**config.mk**
```make
export PLATFORM = sky130hd
export DESIGN_NAME = ica_conv_top
export DESIGN_NICKNAME = d
export VERILOG_FILES = /design/src/cordic_pkg.sv /design/src/ica_pkg.sv /design/src/cordic_if.sv /design/src/ica_conv_top.sv /design/src/conv_control.sv /design/src/sample_loader.sv /design/src/vector_norm.sv /design/src/cordic_vec.sv
export SDC_FILE = /design/constraint.sdc
export NUM_CORES = 1
export LEC_CHECK = 0
export BUFFER_PORTS_ARGS = -buffer_cell sky130_fd_sc_hd__buf_2
export CAP_MARGIN = 5
export CORE_UTILIZATION = 55
export CTS_CLUSTER_SIZE = 10
export DETAILED_ROUTE_END_ITERATION = 8
export PLACE_DENSITY = 0.78
export SETUP_SLACK_MARGIN = 0.2
export SKIP_LAST_GASP = 1
export SLEW_MARGIN = 20
export SYNTH_ARGS = -nofsm -noshare
export SYNTH_HDL_FRONTEND = slang
export SYNTH_HIERARCHICAL = 1
export SYNTH_SLANG_ARGS = --single-unit
```
**constraint.sdc**
```tcl
create_clock -name clk -period 5.6 [get_ports clk]
set_input_delay 1.12 -clock clk [delete_from_list [all_inputs] [get_ports clk]]
set_output_delay 1.12 -clock clk [all_outputs]
set_load 0.02 [all_outputs]
```
**src/cordic_pkg.sv**
```systemverilog
`default_nettype none

package cordic_pkg;

    // Internal datapath
    localparam int CORDIC_WIDTH  = 22;
    localparam int CORDIC_STAGES = 16;

    // Extra fraction bits applied to the inputs inside the CORDIC
    localparam int GUARD_BITS    = 2;

    typedef logic signed [CORDIC_WIDTH-1:0] cordic_t;

    // 1/K in Q0.16, K being the gain of 16 micro-rotations
    localparam int GAIN_WIDTH = 16;
    localparam logic [GAIN_WIDTH-1:0] GAIN_INV = 16'd39797;

endpackage

`default_nettype wire

```
**src/ica_pkg.sv**
```systemverilog
`default_nettype none

package ica_pkg;

    // Vector shape
    localparam int DIM          = 4;
    localparam int SAMPLE_WIDTH = 16;

    // Wide enough for the norm of a full-scale difference vector
    localparam int NORM_WIDTH   = 18;

    // Serial input sample
    typedef logic signed [SAMPLE_WIDTH-1:0] sample_t;

    // One extra bit so new minus old never wraps
    typedef logic signed [SAMPLE_WIDTH:0]   diff_t;

    typedef logic [NORM_WIDTH-1:0]          norm_t;

    // Whole vectors
    typedef sample_t vec_t [DIM];
    typedef diff_t   diff_vec_t [DIM];

    // Converged when the difference norm is at most this
    localparam norm_t THRESHOLD = norm_t'(32);

    // Run controller
    typedef enum logic [2:0] {
        IDLE,
        LOAD,
        DIFF,
        NORM,
        REPORT
    } conv_state_t;

endpackage

`default_nettype wire
```
**src/cordic_if.sv**
```systemverilog
`timescale 1ns/1ps
`default_nettype none

// One magnitude request, four-phase req/ack
interface cordic_if import cordic_pkg::*; ();

    cordic_t x;
    cordic_t y;
    logic    req;
    logic    ack;

    // Scaled by K and by 2**GUARD_BITS
    cordic_t mag;

    modport client (
        output x,
        output y,
        output req,
        input  ack,
        input  mag
    );

    modport server (
        input  x,
        input  y,
        input  req,
        output ack,
        output mag
    );

endinterface

`default_nettype wire

```
**src/ica_conv_top.sv**
```systemverilog
`timescale 1ns/1ps
`default_nettype none

module ica_conv_top import ica_pkg::*; (
    input  logic    clk,
    input  logic    nreset,
    input  logic    start,
    input  sample_t sample_in,
    input  logic    sample_valid,
    output logic    sample_ready,
    output logic    done,
    output norm_t   diff_norm,
    output logic    converged
);

    logic      load_en;
    logic      loaded;
    vec_t      vec;
    logic      norm_req;
    logic      norm_ack;
    diff_vec_t diff_vec;
    norm_t     norm;

    // Norm sequencer to CORDIC
    cordic_if cif ();

    sample_loader u_loader (
        .clk          (clk),
        .nreset       (nreset),
        .load_en      (load_en),
        .sample_in    (sample_in),
        .sample_valid (sample_valid),
        .sample_ready (sample_ready),
        .vec          (vec),
        .loaded       (loaded)
    );

    conv_control u_ctrl (
        .clk       (clk),
        .nreset    (nreset),
        .start     (start),
        .loaded    (loaded),
        .vec       (vec),
        .norm_ack  (norm_ack),
        .norm      (norm),
        .load_en   (load_en),
        .norm_req  (norm_req),
        .diff_vec  (diff_vec),
        .done      (done),
        .diff_norm (diff_norm),
        .converged (converged)
    );

    vector_norm u_norm (
        .clk      (clk),
        .nreset   (nreset),
        .norm_req (norm_req),
        .diff_vec (diff_vec),
        .norm_ack (norm_ack),
        .norm     (norm),
        .cli      (cif.client)
    );

    cordic_vec u_cordic (
        .clk    (clk),
        .nreset (nreset),
        .srv    (cif.server)
    );

endmodule

`default_nettype wire

```
**src/conv_control.sv**
```systemverilog
`timescale 1ns/1ps
`default_nettype none

module conv_control import ica_pkg::*; (
    input  logic      clk,
    input  logic      nreset,
    input  logic      start,
    input  logic      loaded,
    input  vec_t      vec,
    input  logic      norm_ack,
    input  norm_t     norm,
    output logic      load_en,
    output logic      norm_req,
    output diff_vec_t diff_vec,
    output logic      done,
    output norm_t     diff_norm,
    output logic      converged
);

    conv_state_t state;
    vec_t        prev;
    logic        norm_taken;

    assign load_en    = (state == LOAD);
    assign norm_req   = (state == NORM);
    assign norm_taken = norm_req && norm_ack;

    always_ff @(posedge clk) begin
        if (!nreset) begin
            state     <= IDLE;
            done      <= 1'b0;
            converged <= 1'b0;
            for (int i = 0; i < DIM; i++) begin
                prev[i] <= '0;
            end
        end else begin
            case (state)
                IDLE: begin
                    if (start) begin
                        state <= LOAD;
                    end
                end
                LOAD: begin
                    if (loaded) begin
                        state <= DIFF;
                    end
                end
                DIFF: begin
                    state <= NORM;
                end
                NORM: begin
                    if (norm_ack) begin
                        state     <= REPORT;
                        done      <= 1'b1;
                        converged <= (norm <= THRESHOLD);
                        // New vector becomes the reference for the next run
                        prev      <= vec;
                    end
                end
                REPORT: begin
                    // Hold done until start is released
                    if (!start) begin
                        state <= IDLE;
                        done  <= 1'b0;
                    end
                end
                default: begin
                    state <= IDLE;
                    done  <= 1'b0;
                end
            endcase
        end
    end

    // Element-wise new minus old
    always_ff @(posedge clk) begin
        if (state == DIFF) begin
            for (int i = 0; i < DIM; i++) begin
                diff_vec[i] <= diff_t'(vec[i]) - diff_t'(prev[i]);
            end
        end
    end

    always_ff @(posedge clk) begin
        if (norm_taken) begin
            diff_norm <= norm;
        end
    end

    // A new run only starts once done has dropped
    a_start_after_done: assert property (
        @(posedge clk) disable iff (!nreset)
        $rose(start) |-> !done
    );

endmodule

`default_nettype wire

```
**src/sample_loader.sv**
```systemverilog
`timescale 1ns/1ps
`default_nettype none

module sample_loader import ica_pkg::*; (
    input  logic    clk,
    input  logic    nreset,
    input  logic    load_en,
    input  sample_t sample_in,
    input  logic    sample_valid,
    output logic    sample_ready,
    output vec_t    vec,
    output logic    loaded
);

    localparam int CNT_W = $clog2(DIM + 1);
    localparam int IDX_W = $clog2(DIM);

    logic [CNT_W-1:0] count;
    logic             take;

    // Window open until the vector is full
    assign sample_ready = load_en && (count < CNT_W'(DIM));
    assign take         = sample_valid && sample_ready;
    assign loaded       = (count == CNT_W'(DIM));

    always_ff @(posedge clk) begin
        if (!nreset) begin
            count <= '0;
        end else if (!load_en) begin
            count <= '0;
        end else if (take) begin
            count <= count + 1'b1;
        end
    end

    // Sample lands at the next free index
    always_ff @(posedge clk) begin
        if (take) begin
            vec[count[IDX_W-1:0]] <= sample_in;
        end
    end

    // Window only closes on a full vector
    a_full_on_close: assert property (
        @(posedge clk) disable iff (!nreset)
        $fell(load_en) |-> $past(loaded)
    );

endmodule

`default_nettype wire

```
**src/vector_norm.sv**
```systemverilog
`timescale 1ns/1ps
`default_nettype none

module vector_norm import ica_pkg::*, cordic_pkg::*; (
    input  logic      clk,
    input  logic      nreset,
    input  logic      norm_req,
    input  diff_vec_t diff_vec,
    output logic      norm_ack,
    output norm_t     norm,
    cordic_if.client  cli
);

    localparam int IDX_W  = $clog2(DIM);
    localparam int PROD_W = CORDIC_WIDTH + GAIN_WIDTH;
    localparam int SHIFT  = GAIN_WIDTH + GUARD_BITS;

    typedef enum logic [1:0] {
        N_IDLE,
        N_REQ,
        N_REL,
        N_DONE
    } norm_state_t;

    norm_state_t           state;
    logic [IDX_W-1:0]      idx;
    norm_t                 running;
    logic [SAMPLE_WIDTH:0] first_abs;
    logic [PROD_W-1:0]     prod;
    norm_t                 scaled;

    assign first_abs = diff_vec[0][SAMPLE_WIDTH] ? -diff_vec[0] : diff_vec[0];

    // Remove the CORDIC gain and guard bits, round to nearest
    assign prod   = PROD_W'(unsigned'(cli.mag)) * PROD_W'(GAIN_INV);
    assign scaled = norm_t'((prod + (PROD_W'(1) << (SHIFT - 1))) >> SHIFT);

    // Operands stay put while req is high
    assign cli.x   = cordic_t'(running);
    assign cli.y   = cordic_t'(diff_vec[idx]);
    assign cli.req = (state == N_REQ);

    assign norm_ack = (state == N_DONE);
    assign norm     = running;

    always_ff @(posedge clk) begin
        if (!nreset) begin
            state <= N_IDLE;
            idx   <= '0;
        end else begin
            case (state)
                N_IDLE: begin
                    if (norm_req) begin
                        idx   <= IDX_W'(1);
                        state <= N_REQ;
                    end
                end
                N_REQ: begin
                    if (cli.ack) begin
                        state <= N_REL;
                    end
                end
                N_REL: begin
                    // Wait for the CORDIC to drop ack
                    if (!cli.ack) begin
                        if (idx == IDX_W'(DIM - 1)) begin
                            state <= N_DONE;
                        end else begin
                            idx   <= idx + 1'b1;
                            state <= N_REQ;
                        end
                    end
                end
                N_DONE: begin
                    if (!norm_req) begin
                        state <= N_IDLE;
                    end
                end
                default: state <= N_IDLE;
            endcase
        end
    end

    // Running partial norm
    always_ff @(posedge clk) begin
        if (state == N_IDLE && norm_req) begin
            running <= norm_t'(first_abs);
        end else if (state == N_REQ && cli.ack) begin
            running <= scaled;
        end
    end

endmodule

`default_nettype wire

```
**src/cordic_vec.sv**
```systemverilog
`timescale 1ns/1ps
`default_nettype none

module cordic_vec import cordic_pkg::*; (
    input  logic     clk,
    input  logic     nreset,
    cordic_if.server srv
);

    localparam int STAGE_W = $clog2(CORDIC_STAGES + 1);

    cordic_t            x_q;
    cordic_t            y_q;
    cordic_t            x_in;
    cordic_t            y_in;
    logic [STAGE_W-1:0] stage;
    logic               busy;
    logic               ack_q;
    logic               accept;

    // New request only once the previous ack has dropped
    assign accept = srv.req && !busy && !ack_q;

    // Fold into the right half-plane, then add the guard bits
    always_comb begin
        x_in = srv.x <<< GUARD_BITS;
        y_in = srv.y <<< GUARD_BITS;
        if (srv.x < 0) begin
            x_in = -x_in;
            y_in = -y_in;
        end
    end

    always_ff @(posedge clk) begin
        if (!nreset) begin
            busy  <= 1'b0;
            ack_q <= 1'b0;
            stage <= '0;
        end else if (busy) begin
            // One spare cycle after the last micro-rotation
            if (stage == STAGE_W'(CORDIC_STAGES)) begin
                busy  <= 1'b0;
                ack_q <= 1'b1;
            end else begin
                stage <= stage + 1'b1;
            end
        end else if (ack_q) begin
            if (!srv.req) begin
                ack_q <= 1'b0;
            end
        end else if (srv.req) begin
            busy  <= 1'b1;
            stage <= '0;
        end
    end

    // Micro-rotations drive y toward zero
    always_ff @(posedge clk) begin
        if (accept) begin
            x_q <= x_in;
            y_q <= y_in;
        end else if (busy && stage != STAGE_W'(CORDIC_STAGES)) begin
            if (!y_q[CORDIC_WIDTH-1]) begin
                x_q <= x_q + (y_q >>> stage);
                y_q <= y_q - (x_q >>> stage);
            end else begin
                x_q <= x_q - (y_q >>> stage);
                y_q <= y_q + (x_q >>> stage);
            end
        end
    end

    // Gain left in, the client compensates
    assign srv.mag = x_q;
    assign srv.ack = ack_q;

    a_ack_needs_req: assert property (
        @(posedge clk) disable iff (!nreset)
        $rose(srv.ack) |-> srv.req
    );

endmodule

`default_nettype wire

```
==> metrics.txt <==
yosys warns 6; WHS Endpoint u_ctrl/prev[53]$_SDFFE_PN0P_; initial drt markers 2131; slowest stage delay, CP 0.53 ns; I/O pin count 41; Syn Area/Cell 9.60 um^2; wire per inst 21.8 um; clk sinks 295; deepest clock path buffer count 3; Post-route DRC 0; Die W 228 um; vias per cell 6.16; core area 0.0502 mm^2; endpoint type of the worst setup path flop; wirelength, routed 82800 um; maxcap violations 0; Post-Synthesis Cells 2918; Worst Setup Start Kind flop; total grt overflow 0; share of cells above drive strength 1 17.7%; Crit-path slowest cell fa_1; Routability Congestion 0.987; row count 82; Worst-Skew Late Latency 0.57 ns; CP Buf/Inv Count 6; starting density of the core 55.8%; layout net count 3536; total iterations of the first detailed-routing run 6; Comb power frac 2.7%; Port Buffers 40; via count 23400; Area Growth Syn to Fin 14.4%; Clk pin slew, worst setup/hold paths 0.05 ns; VDD IR max 0.000239 V; WHS Path Cells 2; Post-Layout Cell Count 3800; placed cells 3685; crit path DAT 6.00 ns; Worst R2R Start u_cordic/srv.mag[7]$_DFFE_PP_; CP top delay family adder cells; P_leak 13.0 nW; setup TNS -0.301 ns; DP Area 0.0300 mm^2; PwrDens 152 mW/mm^2; All-Layer GR Usage 32.3%; final worst slack -0.0828 ns; final-report hold violation count 0; clock network fraction of design power 49.4%; run status finished with violations; fin area 0.0320 mm^2; power consumption 4.88 mW; clk_skew 0.0241 ns; CTS tree done; H-tree depth 2; Rel. slew slack 36.5%; Worst Max-Slew Pin Slew 0.951 ns; cell repeated most along the worst path fa_1; die footprint 0.0518 mm^2; largest net degree at the start of global routing 79; vias in the first global route 22900; Setup CP Type reg -> reg; failing checks negative setup slack; Reg power frac 47.9%; synthesized area 0.0280 mm^2; CP Cell Sequence inv_2 -> fa_1 -> fa_1 -> inv_1 -> fa_1 -> inv_1 -> fa_1 -> inv_2 -> fa_1 -> inv_1 -> fa_1 -> inv_2 -> ha_4 -> nand2_2 -> nor2_4 -> o211ai_1 -> a311oi_4 -> o21ai_2 -> a21o_2 -> a31o_1; CTS root buf clkbuf_16; highest clock rate 0.176 GHz; Net Sw Frac 22.1%; final-report setup violation count 6; ANT nets after route 0; post-route minimum period 5.68 ns; worst-path maximum fanout 4; Final Slew Violations 0; R2R depth 20; Reg2Reg Setup Slack -0.08 ns; RSZ-0062 raised after global routing yes; WP data required 5.92 ns; reg-to-reg endpoint u_norm/norm[14]$_DFFE_PP_; Sw Pwr 1.08 mW; period utilization 101%; Power Internal 3.80 mW; Hold Crit Class reg -> reg; first-pass GRT wire length 128000 um; HPWL after DPL 63800 um; Die Ht 228 um; total CTS buffers 38; hold path startpoint u_ctrl/prev[53]$_SDFFE_PN0P_; antenna violations before repair 2; fillcell total 3952
[routing by layer]
metal | routed length [um] | share of wire [%] | track usage (%) | vias up
met1 | 35300 | 43 | 44.4 | 11500
met2 | 38200 | 46 | 51.8 | 1023
met5 | 0 | 0 | 0 | -
li1 | - | - | - | 10700
met3 | 6440 | 7.8 | 5.63 | 199
met4 | 2880 | 3.5 | 10.9 | 0
[worst register-to-register path: cells and delay by family (launching register included)]
kind / cells / cell delay [ns]
fa+ha+maj: 7 / 3.31
simple gates: 2 / 0.31
compound gates: 5 / 1.07
flops: 1 / 0.41
buf+inv: 6 / 0.34
[cell type report]
class,count,area [um^2],area share [%]
repair buffers,270,1990,6.20
clock buffers,60,1070,3.35
diodes,1,2.50,0.00781
clock inverters,9,143,0.445
flip-flops and latches,295,8030,25.1
multi-input cells,2140,18600,58.2
inverters,353,1330,4.15
well taps,672,841,2.63
[worst max path at each step]
| stage | endpoint | depth (start not counted) | startpoint |
|---|---|---|---|
| detailed placement | u_norm/norm[15]$_DFFE_PP_ | 21 | u_cordic/srv.mag[8]$_DFFE_PP_ |
| global route | u_norm/norm[16]$_DFFE_PP_ | 20 | u_cordic/srv.mag[7]$_DFFE_PP_ |
| global placement | u_norm/norm[14]$_DFFE_PP_ | 18 | u_cordic/srv.mag[8]$_DFFE_PP_ |
| finish | u_norm/norm[14]$_DFFE_PP_ | 20 | u_cordic/srv.mag[7]$_DFFE_PP_ |
| floorplan | u_norm/norm[13]$_DFFE_PP_ | 18 | u_cordic/srv.mag[14]$_DFFE_PP_ |
| CTS | u_norm/norm[15]$_DFFE_PP_ | 22 | u_cordic/srv.mag[8]$_DFFE_PP_ |
[power groups by stage]
stage	Clock, mW	Combinational (mW)	Sequential, mW
2_1_floorplan	0	0.0876	2.38
3_3_place_gp	0	0.123	2.38
3_5_place_dp	0	0.127	2.38
4_1_cts	2.44	0.128	2.33
5_1_grt	2.52	0.144	2.33
6_report	2.41	0.134	2.34
[flip-flops by register name, indices dropped and copies added (netlist names), 5 cells and up]
signal / count
u_cordic/stage: 5
u_cordic/y_q: 22
u_ctrl/diff_vec: 68
u_norm/norm: 18
u_ctrl/diff_norm: 18
u_ctrl/prev: 64
u_cordic/srv.mag: 22
u_loader/vec: 64
[per-stage QoR]
| stage | worst slack [ns] | utilization [%] | hold slack, ns |
|---|---|---|---|
| finish | -0.0828 | 63.8 | 0.453 |
| detailed placement | -0.142 | 59.7 | 0.447 |
| global placement | -0.0285 | 59.7 | 0.441 |
| global route | -0.273 | 63.8 | 0.469 |
| CTS | -0.0427 | 62.6 | 0.454 |
| floorplan | 0.00606 | - | 0.435 |
[cell usage in the layout, fill, tap and decap left out, types with 57 or more instances in the layout]
master	count
inv_1	329
nand2_1	295
ha_1	250
buf_4	220
edfxtp_1	211
nor2_1	159
a21oi_1	153
fa_1	152
xnor2_1	113
o21ai_0	101
dfxtp_1	80
a21boi_0	59
xor2_1	57
[repair_timing]
| item | CTS | global route |
|---|---|---|
| buffers inserted | 12 | 32 |
| resized for setup | 27 | 91 |
| endpoints found under the setup margin | 26 | 33 |
| hold buffers | 0 | 0 |
| pin swaps | 19 | 53 |
(Power assumes the default switching activity.)
